===== src/source/sd_pkg.sv =====
`default_nettype none

package sd_pkg;

    // Width of the CIC accumulators and of the output words
    // Wide enough for a third-order filter at a decimation of up to 512
    localparam int ACC_WIDTH = 32;

    // Configuration write port widths
    localparam int CFG_ADDR_WIDTH = 2;
    localparam int CFG_DATA_WIDTH = 16;

    // Register map
    localparam logic [CFG_ADDR_WIDTH-1:0] ADDR_CONTROL = 2'd0;
    localparam logic [CFG_ADDR_WIDTH-1:0] ADDR_CLK_DIV = 2'd1;

    // Bit positions inside the control register
    localparam int CTRL_ENABLE_BIT = 0;
    localparam int CTRL_OVR_CLR_BIT = 1;

    // Modulator clock half-period minus one after reset
    localparam logic [CFG_DATA_WIDTH-1:0] CLK_DIV_RESET = 16'd3;

    // Decimated pairs thrown away after start while the combs fill up
    localparam int SETTLE_OUTPUTS = 3;

    // Number of integrator and comb stages
    localparam int CIC_ORDER = 3;

endpackage

`default_nettype wire


===== src/source/sd_clock_gen.sv =====
`timescale 1ns/10ps
`default_nettype none

module sd_clock_gen import sd_pkg::*; #(
    parameter int DECIMATION = 16
) (
    input  wire                      clk,
    input  wire                      arst_n,
    input  wire                      run,
    input  wire [CFG_DATA_WIDTH-1:0] clk_div,
    output logic                     sd_clk,
    output logic                     sample_stb,
    output logic                     dec_stb
);

    // Sample counter needs at least one bit even for a decimation of one
    localparam int SMP_W = (DECIMATION > 1) ? $clog2(DECIMATION) : 1;

    logic [CFG_DATA_WIDTH-1:0] half_cnt;
    logic [SMP_W-1:0]          smp_cnt;
    logic                      half_done;

    // The half period ends when the counter reaches the programmed divider
    assign half_done = (half_cnt == clk_div);

    always_ff @(posedge clk or negedge arst_n) begin
        if (!arst_n) begin
            half_cnt   <= '0;
            smp_cnt    <= '0;
            sd_clk     <= 1'b0;
            sample_stb <= 1'b0;
            dec_stb    <= 1'b0;
        end else if (!run) begin
            // Hold the modulator clock low and restart the decimation phase
            half_cnt   <= '0;
            smp_cnt    <= '0;
            sd_clk     <= 1'b0;
            sample_stb <= 1'b0;
            dec_stb    <= 1'b0;
        end else begin
            sample_stb <= 1'b0;
            dec_stb    <= 1'b0;
            if (half_done) begin
                half_cnt <= '0;
                sd_clk   <= ~sd_clk;
                // A high-to-low toggle is the falling edge where data is taken
                if (sd_clk) begin
                    sample_stb <= 1'b1;
                    // Every DECIMATION-th sample also marks a decimated output
                    if (smp_cnt == SMP_W'(DECIMATION - 1)) begin
                        smp_cnt <= '0;
                        dec_stb <= 1'b1;
                    end else begin
                        smp_cnt <= smp_cnt + 1'b1;
                    end
                end
            end else begin
                half_cnt <= half_cnt + 1'b1;
            end
        end
    end

endmodule

`default_nettype wire


===== src/source/sd_control_fsm.sv =====
`timescale 1ns/10ps
`default_nettype none

module sd_control_fsm import sd_pkg::*; (
    input  wire                       clk,
    input  wire                       arst_n,
    input  wire                       cfg_we,
    input  wire  [CFG_ADDR_WIDTH-1:0] cfg_addr,
    input  wire  [CFG_DATA_WIDTH-1:0] cfg_wdata,
    input  wire                       sync,
    input  wire                       dec_stb,
    output logic                      run,
    output logic [CFG_DATA_WIDTH-1:0] clk_div,
    output logic                      cic_clear,
    output logic                      emit,
    output logic                      overrun_clear
);

    localparam logic [1:0] ST_IDLE      = 2'd0;
    localparam logic [1:0] ST_WAIT_SYNC = 2'd1;
    localparam logic [1:0] ST_SETTLE    = 2'd2;
    localparam logic [1:0] ST_RUN       = 2'd3;

    localparam int SET_W = $clog2(SETTLE_OUTPUTS + 1);

    logic [1:0]       state;
    logic             enable;
    logic [SET_W-1:0] settle_cnt;
    logic             ctrl_write;

    assign ctrl_write = cfg_we && (cfg_addr == ADDR_CONTROL);

    // Configuration registers
    always_ff @(posedge clk or negedge arst_n) begin
        if (!arst_n) begin
            enable        <= 1'b0;
            clk_div       <= CLK_DIV_RESET;
            overrun_clear <= 1'b0;
        end else begin
            // The clear request lasts a single cycle after the write
            overrun_clear <= ctrl_write && cfg_wdata[CTRL_OVR_CLR_BIT];
            if (ctrl_write) begin
                enable <= cfg_wdata[CTRL_ENABLE_BIT];
            end
            if (cfg_we && (cfg_addr == ADDR_CLK_DIV)) begin
                clk_div <= cfg_wdata;
            end
        end
    end

    // Sequencing of start-up, settling and normal operation
    always_ff @(posedge clk or negedge arst_n) begin
        if (!arst_n) begin
            state      <= ST_IDLE;
            settle_cnt <= '0;
        end else if (!enable) begin
            // Dropping enable aborts whatever is going on
            state      <= ST_IDLE;
            settle_cnt <= '0;
        end else begin
            case (state)
                ST_IDLE: begin
                    state <= ST_WAIT_SYNC;
                end
                ST_WAIT_SYNC: begin
                    settle_cnt <= '0;
                    if (sync) begin
                        state <= ST_SETTLE;
                    end
                end
                ST_SETTLE: begin
                    // Count the transient outputs while the comb delays fill
                    if (dec_stb) begin
                        if (settle_cnt == SET_W'(SETTLE_OUTPUTS - 1)) begin
                            state <= ST_RUN;
                        end else begin
                            settle_cnt <= settle_cnt + 1'b1;
                        end
                    end
                end
                default: begin
                    state <= ST_RUN;
                end
            endcase
        end
    end

    // Outputs decode straight from the state register
    assign cic_clear = (state == ST_IDLE);
    assign run       = (state == ST_SETTLE) || (state == ST_RUN);
    assign emit      = (state == ST_RUN);

endmodule

`default_nettype wire


===== src/source/cic_decimator.sv =====
`timescale 1ns/10ps
`default_nettype none

module cic_decimator import sd_pkg::*; #(
    parameter int DECIMATION = 16
) (
    input  wire                         clk,
    input  wire                         arst_n,
    input  wire                         cic_clear,
    input  wire                         sample_stb,
    input  wire                         dec_stb,
    input  wire                         bit_in,
    output logic signed [ACC_WIDTH-1:0] sample_out,
    output logic                        out_stb
);

    // Register growth of an N-stage CIC with a two-bit signed input
    // Wrapping arithmetic is exact as long as the final value fits this width
    localparam int REG_WIDTH = CIC_ORDER * $clog2(DECIMATION) + 2;

    logic signed [REG_WIDTH-1:0] step;
    logic signed [REG_WIDTH-1:0] integ      [CIC_ORDER];
    logic signed [REG_WIDTH-1:0] integ_next [CIC_ORDER];
    logic signed [REG_WIDTH-1:0] comb_dly   [CIC_ORDER];
    logic signed [REG_WIDTH-1:0] comb_val   [CIC_ORDER+1];

    always_comb begin
        // A one in the bitstream stands for +1 and a zero for -1
        step = bit_in ? REG_WIDTH'(1) : '1;
        // Integrators chain without pipeline delay so the decimated value
        // already contains the current sample
        integ_next[0] = integ[0] + step;
        for (int k = 1; k < CIC_ORDER; k++) begin
            integ_next[k] = integ[k] + integ_next[k-1];
        end
        // Comb differences at the decimated rate
        comb_val[0] = integ_next[CIC_ORDER-1];
        for (int k = 0; k < CIC_ORDER; k++) begin
            comb_val[k+1] = comb_val[k] - comb_dly[k];
        end
    end

    always_ff @(posedge clk) begin
        if (cic_clear) begin
            for (int k = 0; k < CIC_ORDER; k++) begin
                integ[k]    <= '0;
                comb_dly[k] <= '0;
            end
        end else begin
            if (sample_stb) begin
                for (int k = 0; k < CIC_ORDER; k++) begin
                    integ[k] <= integ_next[k];
                end
            end
            if (dec_stb) begin
                for (int k = 0; k < CIC_ORDER; k++) begin
                    comb_dly[k] <= comb_val[k];
                end
            end
        end
        // Output word is sign extended to the stream width
        if (dec_stb) begin
            sample_out <= ACC_WIDTH'(comb_val[CIC_ORDER]);
        end
    end

    // Output strobe trails the decimation strobe by one cycle
    always_ff @(posedge clk or negedge arst_n) begin
        if (!arst_n) begin
            out_stb <= 1'b0;
        end else begin
            out_stb <= dec_stb && !cic_clear;
        end
    end

endmodule

`default_nettype wire


===== src/source/sd_output_queue.sv =====
`timescale 1ns/10ps
`default_nettype none

module sd_output_queue import sd_pkg::*; #(
    parameter int CREDITS = 4
) (
    input  wire                         clk,
    input  wire                         arst_n,
    input  wire                         emit,
    input  wire                         overrun_clear,
    input  wire  signed [ACC_WIDTH-1:0] sample_0,
    input  wire  signed [ACC_WIDTH-1:0] sample_1,
    input  wire                         in_stb,
    input  wire                         credit_return,
    output logic                        out_valid,
    output logic signed [ACC_WIDTH-1:0] out_data,
    output logic                        out_dest,
    output logic                        overrun
);

    localparam int DEPTH  = 4;
    localparam int PTR_W  = $clog2(DEPTH);
    localparam int CNT_W  = $clog2(DEPTH + 1);
    localparam int CRED_W = $clog2(CREDITS + 1);

    logic signed [ACC_WIDTH-1:0] data_mem [DEPTH];
    logic                        dest_mem [DEPTH];

    logic [PTR_W-1:0]  wr_ptr;
    logic [PTR_W-1:0]  wr_ptr_nxt;
    logic [PTR_W-1:0]  rd_ptr;
    logic [CNT_W-1:0]  count;
    logic [CRED_W-1:0] credits;
    logic [CRED_W-1:0] credits_spent;
    logic              push;
    logic              fits;
    logic              store;

    // A word leaves whenever one is queued and the receiver has room
    assign out_valid = (count != '0) && (credits != '0);
    assign out_data  = data_mem[rd_ptr];
    assign out_dest  = dest_mem[rd_ptr];

    // Room for a pair counts the slot freed by a read in the same cycle
    assign push       = in_stb && emit;
    assign fits       = (count <= CNT_W'(DEPTH - 2 + int'(out_valid)));
    assign store      = push && fits;
    assign wr_ptr_nxt = wr_ptr + 1'b1;

    // Pair storage, channel 0 first so it is read out first
    always_ff @(posedge clk) begin
        if (store) begin
            data_mem[wr_ptr]     <= sample_0;
            dest_mem[wr_ptr]     <= 1'b0;
            data_mem[wr_ptr_nxt] <= sample_1;
            dest_mem[wr_ptr_nxt] <= 1'b1;
        end
    end

    // Queue pointers and fill level
    always_ff @(posedge clk or negedge arst_n) begin
        if (!arst_n) begin
            wr_ptr <= '0;
            rd_ptr <= '0;
            count  <= '0;
        end else begin
            if (store) begin
                wr_ptr <= wr_ptr + 2'd2;
            end
            if (out_valid) begin
                rd_ptr <= rd_ptr + 1'b1;
            end
            case ({store, out_valid})
                2'b10:   count <= count + 2'd2;
                2'b11:   count <= count + 1'b1;
                2'b01:   count <= count - 1'b1;
                default: count <= count;
            endcase
        end
    end

    // Credits left after this cycle's transfer
    assign credits_spent = credits - CRED_W'(out_valid);

    always_ff @(posedge clk or negedge arst_n) begin
        if (!arst_n) begin
            credits <= CRED_W'(CREDITS);
        end else if (credit_return && (credits_spent != CRED_W'(CREDITS))) begin
            credits <= credits_spent + 1'b1;
        end else begin
            // Returns beyond the receiver depth are ignored
            credits <= credits_spent;
        end
    end

    // Sticky overrun flag, a new drop wins over a clear in the same cycle
    always_ff @(posedge clk or negedge arst_n) begin
        if (!arst_n) begin
            overrun <= 1'b0;
        end else if (push && !fits) begin
            overrun <= 1'b1;
        end else if (overrun_clear) begin
            overrun <= 1'b0;
        end
    end

endmodule

`default_nettype wire


===== src/source/sd_processor.sv =====
`timescale 1ns/10ps
`default_nettype none

module sd_processor import sd_pkg::*; #(
    parameter int DECIMATION = 16,
    parameter int CREDITS    = 4
) (
    input  wire                         clk,
    input  wire                         arst_n,
    input  wire                         cfg_we,
    input  wire  [CFG_ADDR_WIDTH-1:0]   cfg_addr,
    input  wire  [CFG_DATA_WIDTH-1:0]   cfg_wdata,
    input  wire                         sync,
    input  wire  [1:0]                  sd_data,
    input  wire                         credit_return,
    output logic                        sd_clk,
    output logic                        out_valid,
    output logic signed [ACC_WIDTH-1:0] out_data,
    output logic                        out_dest,
    output logic                        overrun
);

    wire                        run;
    wire [CFG_DATA_WIDTH-1:0]   clk_div;
    wire                        cic_clear;
    wire                        emit;
    wire                        overrun_clear;
    wire                        sample_stb;
    wire                        dec_stb;
    wire signed [ACC_WIDTH-1:0] sample_0;
    wire signed [ACC_WIDTH-1:0] sample_1;
    wire                        pair_stb;

    // Configuration registers and run sequencing
    sd_control_fsm i_sd_control_fsm (
        .clk           (clk),
        .arst_n        (arst_n),
        .cfg_we        (cfg_we),
        .cfg_addr      (cfg_addr),
        .cfg_wdata     (cfg_wdata),
        .sync          (sync),
        .dec_stb       (dec_stb),
        .run           (run),
        .clk_div       (clk_div),
        .cic_clear     (cic_clear),
        .emit          (emit),
        .overrun_clear (overrun_clear)
    );

    // Modulator clock and sample timing shared by both channels
    sd_clock_gen #(
        .DECIMATION (DECIMATION)
    ) i_sd_clock_gen (
        .clk        (clk),
        .arst_n     (arst_n),
        .run        (run),
        .clk_div    (clk_div),
        .sd_clk     (sd_clk),
        .sample_stb (sample_stb),
        .dec_stb    (dec_stb)
    );

    // Both filters run on the same strobes, so channel 0 paces the queue
    cic_decimator #(
        .DECIMATION (DECIMATION)
    ) i_cic_0 (
        .clk        (clk),
        .arst_n     (arst_n),
        .cic_clear  (cic_clear),
        .sample_stb (sample_stb),
        .dec_stb    (dec_stb),
        .bit_in     (sd_data[0]),
        .sample_out (sample_0),
        .out_stb    (pair_stb)
    );

    cic_decimator #(
        .DECIMATION (DECIMATION)
    ) i_cic_1 (
        .clk        (clk),
        .arst_n     (arst_n),
        .cic_clear  (cic_clear),
        .sample_stb (sample_stb),
        .dec_stb    (dec_stb),
        .bit_in     (sd_data[1]),
        .sample_out (sample_1),
        .out_stb    ()
    );

    // Tagging, buffering and credit accounting of the output stream
    sd_output_queue #(
        .CREDITS (CREDITS)
    ) i_sd_output_queue (
        .clk           (clk),
        .arst_n        (arst_n),
        .emit          (emit),
        .overrun_clear (overrun_clear),
        .sample_0      (sample_0),
        .sample_1      (sample_1),
        .in_stb        (pair_stb),
        .credit_return (credit_return),
        .out_valid     (out_valid),
        .out_data      (out_data),
        .out_dest      (out_dest),
        .overrun       (overrun)
    );

endmodule

`default_nettype wire


===== config.mk =====
export PLATFORM = sky130hd
export DESIGN_NAME = sd_processor
export DESIGN_NICKNAME = d
export VERILOG_FILES = /design/src/source/sd_pkg.sv /design/src/source/sd_clock_gen.sv /design/src/source/sd_control_fsm.sv /design/src/source/cic_decimator.sv /design/src/source/sd_output_queue.sv /design/src/source/sd_processor.sv
export SDC_FILE = /design/constraint.sdc
export NUM_CORES = 1
export LEC_CHECK = 0
export ABC_CLOCK_PERIOD_IN_PS = 7900
export BUFFER_PORTS_ARGS = -buffer_cell sky130_fd_sc_hd__buf_4
export CORE_AREA = 2 2 138 240
export CTS_BUF_LIST = sky130_fd_sc_hd__clkbuf_16
export CTS_CLUSTER_SIZE = 14
export DETAILED_ROUTE_END_ITERATION = 10
export DIE_AREA = 0 0 140 242
export GPL_ROUTABILITY_DRIVEN = 0
export GPL_TIMING_DRIVEN = 0
export PLACE_DENSITY_LB_ADDON = 0.1
export SETUP_SLACK_MARGIN = 0.5
export SLEW_MARGIN = 20
export SYNTH_ARGS = -nofsm -noshare
export SYNTH_HDL_FRONTEND = slang
export SYNTH_SLANG_ARGS = --single-unit
export TNS_END_PERCENT = 10

===== constraint.sdc =====
create_clock -name clk -period 7.9 [get_ports clk]
set_clock_uncertainty 0.2 [all_clocks]
set_input_delay 2.37 -clock clk [delete_from_list [all_inputs] [get_ports clk]]
set_output_delay 2.37 -clock clk [all_outputs]
set_load 0.01 [all_outputs]

### Word-level counts from Yosys, hierarchy flattened

Memories as Yosys holds them, arrays and structs flattened.
Cells that the tools add are included.

* RAM bits: 300
* word-level logic and storage cells: 153
* memories: 6
* output and inout port bits: 36
* bits in registers: 85
* input bits: 25

Memories
* i_sd_output_queue.data_mem: depth 4, bits a word 32, rd ports 1, clocked after Yosys merged registers in 0, wr ports 2, line sd_output_queue.sv:26 `logic signed [ACC_WIDTH-1:0] data_mem [DEPTH];`
* i_cic_0.comb_dly: depth 3, bits a word 14, rd ports 3, clocked after Yosys merged registers in 0, wr ports 3, line cic_decimator.sv:24 `logic signed [REG_WIDTH-1:0] comb_dly [CIC_ORDER];`
* i_cic_0.integ: depth 3, bits a word 14, rd ports 3, clocked after Yosys merged registers in 0, wr ports 3, line cic_decimator.sv:22 `logic signed [REG_WIDTH-1:0] integ [CIC_ORDER];`
* i_cic_1.comb_dly: depth 3, bits a word 14, rd ports 3, clocked after Yosys merged registers in 0, wr ports 3, line cic_decimator.sv:24
* i_cic_1.integ: depth 3, bits a word 14, rd ports 3, clocked after Yosys merged registers in 0, wr ports 3, line cic_decimator.sv:22
* i_sd_output_queue.dest_mem: depth 4, bits a word 1, rd ports 1, clocked after Yosys merged registers in 0, wr ports 2, line sd_output_queue.sv:27 `logic dest_mem [DEPTH];`

* multiplexer cells: 52
* equal/unequal tests: 18
* magnitude comparators: 1
* reduce and logical (&&, ||, !) cells: 21
* bitwise gates (word level): 13
* add/subtract/negate cells: 24

Operators with widths (count)
* two-way mux 14 bit: 14
* adder 14 bit: 6
* subtractor 14 bit: 6
* two-way mux 16 bit: 2
* two-way mux 1 bit: 21
* adder 16 x 1 -> 16 bit (second input constant): 1
* equality test 16 bit: 1
* two-way mux 4 bit: 4
* != test 3 bit (second input constant): 5
* two-way mux 2 bit: 7
* bitwise OR 1 bit: 12
* equality test 2 bit (second input constant): 5
* logical AND 1 bit: 9
* one-hot mux 3 bit (3 select lines): 1
* nonzero test 3 bit: 3
* adder 2 x 1 -> 2 bit (second input constant): 3
* adder 3 x 1 -> 3 bit (second input constant): 2
* equality test 2 x 1 -> 1 bit (second input constant): 3
* one-hot mux 2 bit (3 select lines): 1
* AND reduction 3 bit: 2
* adder 4 x 1 -> 4 bit (second input constant): 1
* equality test 4 bit (second input constant): 1
* logical NOT 2 bit: 2
* != test 2 bit (second input constant): 2
* 14 further kinds: 15

### Depth between registers and ports, before layout

* word-level depth: 7
* mapped depth: 35
* gate-level depth less buffers: 35

### Cells and area by module

A second synthesis with hierarchy kept.

* cells, all modules: 1876
* area, all modules: 21926.0 µm²

Modules (own cells, without submodules)
* cic_decimator at i_cic_0: instances 1, sequential area each 2967.8 µm², area each 7288.2 µm², cells an instance 731
* cic_decimator at i_cic_1: instances 1, sequential area each 2967.8 µm², area each 7100.6 µm², cells an instance 718
* sd_output_queue: instances 1, sequential area each 4135.2 µm², area each 5332.6 µm², cells an instance 234
* sd_clock_gen: instances 1, sequential area each 575.6 µm², area each 1243.7 µm², cells an instance 127
* sd_control_fsm: instances 1, sequential area each 553.0 µm², area each 960.9 µm², cells an instance 66

### Least setup slack after synthesis

OpenSTA, ideal clock, no wires.

* path type: input port to flip-flop
* start: in sd_data[0]
* end: reg, netlist name i_cic_0.sample_out[13]
* stages on the path: 32
* data required time: 7442 ps
* setup slack: -1019 ps
* buffers on the path: 0
* data arrival time: 8461 ps
* library setup time: 258 ps
* cells stage by stage: inv_1 fa_1 a21o_1 a21oi_1 xnor2_1 ha_1 a21boi_0 o21ai_0 a21oi_1 o21ai_0 a21oi_1 o21ai_0 nor3b_1 nor2_1 ha_1 nor3b_1 nor2_1 ha_1 or2_2 o31a_1 o41ai_1 xnor2_1 ha_1 or3_1 o21ai_0 a21oi_1 xor2_1 ha_1 nor2b_1 a221oi_1 nand2_1 xnor2_1

RTL lines
* start: declaration: line sd_processor.sv:14 `input wire [1:0] sd_data,`

==> out/qor.csv <==
metric,value,unit
status,"complete, but fails checks",
violated checks,"design-rule violations, negative setup slack",
DRC Markers,10,
Worst R2R Setup Slack,1.05,ns
GRT overflow,0,
vias in the first global route,13804,
worst stage delay on the critical path,0.37,ns
syn avg cell area,10.8,µm²
final worst path period need,8.40,ns
Syn Inst Count,1756,
Hold Fails Final Rpt,0,
Post-synth EDFFs,252,
Worst path slowest cell,or3_4,
clk_lat worst skew,0.57,ns
Synth top area share,40.0,%
number of distinct library cells after synthesis,71,
largest net degree at the start of global routing,57,
PortBufs,60,
Floorplan Core Area,0.0321,mm²
post-layout util,72.3,%
RR Startpoint,i_cic_0.integ[0][1],
worst path arrival time,8.52,ns
Inst Count DP,2220,
Critical Path End Type,flip-flop,
Slew @ Worst Pin,0.972,ns
hold-fix buffer count after cts,0,
first-pass GRT wire length,62700,µm
Post-synth top cells,"edfxtp_1 (252), inv_1 (202), nor2_1 (178), ha_1 (170), xnor2_1 (96)",
Die Area,0.0339,mm²
Netlist Area Pre-Place,0.0189,mm²
Placed Instance Area,0.0202,mm²
Placement Rows,87,
Starting Density,58.9,%
Startpoint Class,input port,
Final ANT Viol Nets,0,
Post-DP HPWL,27200,µm
design area,0.0232,mm²
Ports,61,
part of the cycle the worst path needs,106,%
clock root buffer,clkbuf_16,
"count leader, synth",edfxtp_1,
Initial DRC Count,524,
Clock Pin Slew Worst Setup and Hold Paths,0.06,ns
area grow syn2layout,22.7,%
nets,2160,
HP Class,flip-flop to flip-flop,
dpl ws,-1.74,ns
fin. max-slew vios,0,
CTS Buf Count,30,
Synth area leader,edfxtp_1,
non-filler instance count after layout,2373,
initial antenna violation count,1,
Crit Path Category,input port to flip-flop,
CP Max Fanout,5,
synthesis warning total,0,
RSZ-0062 raised after global routing,yes,
via count,13324,
Max Clk Rate,0.119,GHz
Critical Path RT,8.02,ns
share of cells above drive strength 1,26.0,%
ys async rst share,18.1,%
Slew HR,34.9,%
Hold Crit Start,i_sd_control_fsm.overrun_clear,
Worst setup startpoint,sd_data[0],
"Seq/Total Area, Yosys",47.6,%
Die H,242,µm
DRT Wirelength,39400,µm
drt pass-1 iters,10,
clock tree sinks,310,
GRT Util Overall,22.5,%
syn nets,1964,
"Primary FF master, synth",edfxtp_1,
final setup fails,9,
CTS tree,built,
per-cell routed wire length,16.6,µm
clock buffer depth,3,
largest cells by area after synthesis,"edfxtp_1 (40%), ha_1 (11%), dfrtp_1 (7.0%)",
Max Cap Viol,0,
Yosys reg bits,310,
die width,140,µm
post-DR vias/cell,5.61,
H-tree depth,1,
final worst slack,-0.502,ns
diodes inserted,0,
[layout by cell type, fill, tap and decap left out, types with 8 or more instances in the layout]
cell type,synthesis,final
a21boi_1,3,9
a21boi_2,0,16
a21o_1,27,27
a21oi_1,89,48
a21oi_2,0,41
and2_1,81,81
and3_1,12,9
buf_4,18,170
clkbuf_1,21,21
clkbuf_16,0,30
dfrtp_1,53,52
edfxtp_1,252,252
fa_1,13,9
ha_1,170,125
ha_2,0,11
ha_4,0,34
inv_1,202,196
inv_2,0,8
mux2_2,18,18
mux2i_1,11,11
mux4_2,14,14
nand2_1,78,75
nand2b_1,18,16
nand3_1,18,18
nand4_1,9,9
nor2_1,178,165
nor2_2,0,10
nor2b_1,25,22
nor3_1,42,38
o21a_1,18,17
o21ai_0,85,41
o21ai_1,4,16
o21ai_2,0,32
o21bai_1,10,9
or3_1,11,10
xnor2_1,96,74
xnor2_2,1,19
xor2_1,48,36
xor2_2,0,12
[state kept, by name (all words and copies together) (netlist names), 4 cells and up]
name,count
i_cic_0.sample_out,14
i_cic_1.integ,42
i_sd_clock_gen.half_cnt,16
i_cic_0.comb_dly,42
i_sd_control_fsm.clk_div,16
i_cic_0.integ,42
i_sd_clock_gen.smp_cnt,4
i_cic_1.comb_dly,42
i_cic_1.sample_out,14
i_sd_output_queue.data_mem,56
[kinds of logic after synthesis]
family | after synthesis | share of synthesized area, %
multiplexers | 43 | 3.32
AO/OA/AOI/OAI | 325 | 11.1
flip-flops | 310 | 47.6
adder cells (fa/ha/maj) | 183 | 12.6
XOR/XNOR | 149 | 7.24
AND/OR/NAND/NOR | 500 | 12.9
buffers and inverters | 246 | 5.24
[worst paths after layout]
kind | endpoint | depth (start not counted)
setup / recovery | i_cic_0.sample_out[13] | 35
hold / removal | i_sd_output_queue.overrun | 1
setup reg to reg | i_cic_0.sample_out[13] | 33
hold reg to reg | i_sd_output_queue.overrun | 1
max in group asynchronous | i_sd_clock_gen.dec_stb | 1
min in group asynchronous | i_sd_output_queue.rd_ptr[1] | 1
[critical path: cells and delay by family]
kind / cells / cell delay [ns]
AND/OR/NAND/NOR: 6 / 1.14
adder cells (fa/ha/maj): 6 / 1.77
AO/OA/AOI/OAI: 14 / 1.85
XOR/XNOR: 5 / 0.81
buffers and inverters: 4 / 0.56
[area by class of cell]
type                       count  area, µm²
multi-input combinational   1200      10300
inverter                     203        769
sequential                   310       9010
clock inverter                23        253
tap                          400        500
buffer                        43        229
clock buffer                  30        751
fill                        2228       8910
timing repair buffer         164       1340
[per-stage QoR]
step	hold slack [ns]	setup TNS, ns
3_3_place_gp	0.225	-19.13
3_5_place_dp	0.233	-22.40
5_1_grt	0.257	-4.93
4_1_cts	0.242	-1.92
2_1_floorplan	0.216	-3.23
6_report	0.238	-2.23
[metal layers]
metal  GRT usage, %  up-vias  routed length (µm)
li1               -     6540                   -
met1           22.5     6505               14100
met2           46.7      200               22800
met3           1.92       79                1060
met4           8.11        0                1460
met5              0        -                   0
[timing repair]
action / 4_1_cts / 5_1_grt
gates resized for setup: 124 / 143
pin swaps: 80 / 115
cloned: 0 / 0
endpoints found under the setup margin: 29 / 33
buffers inserted: 54 / 46
Power is not shown: default switching activity piles up to over one toggle a cycle in this logic, so the estimate is an artifact.
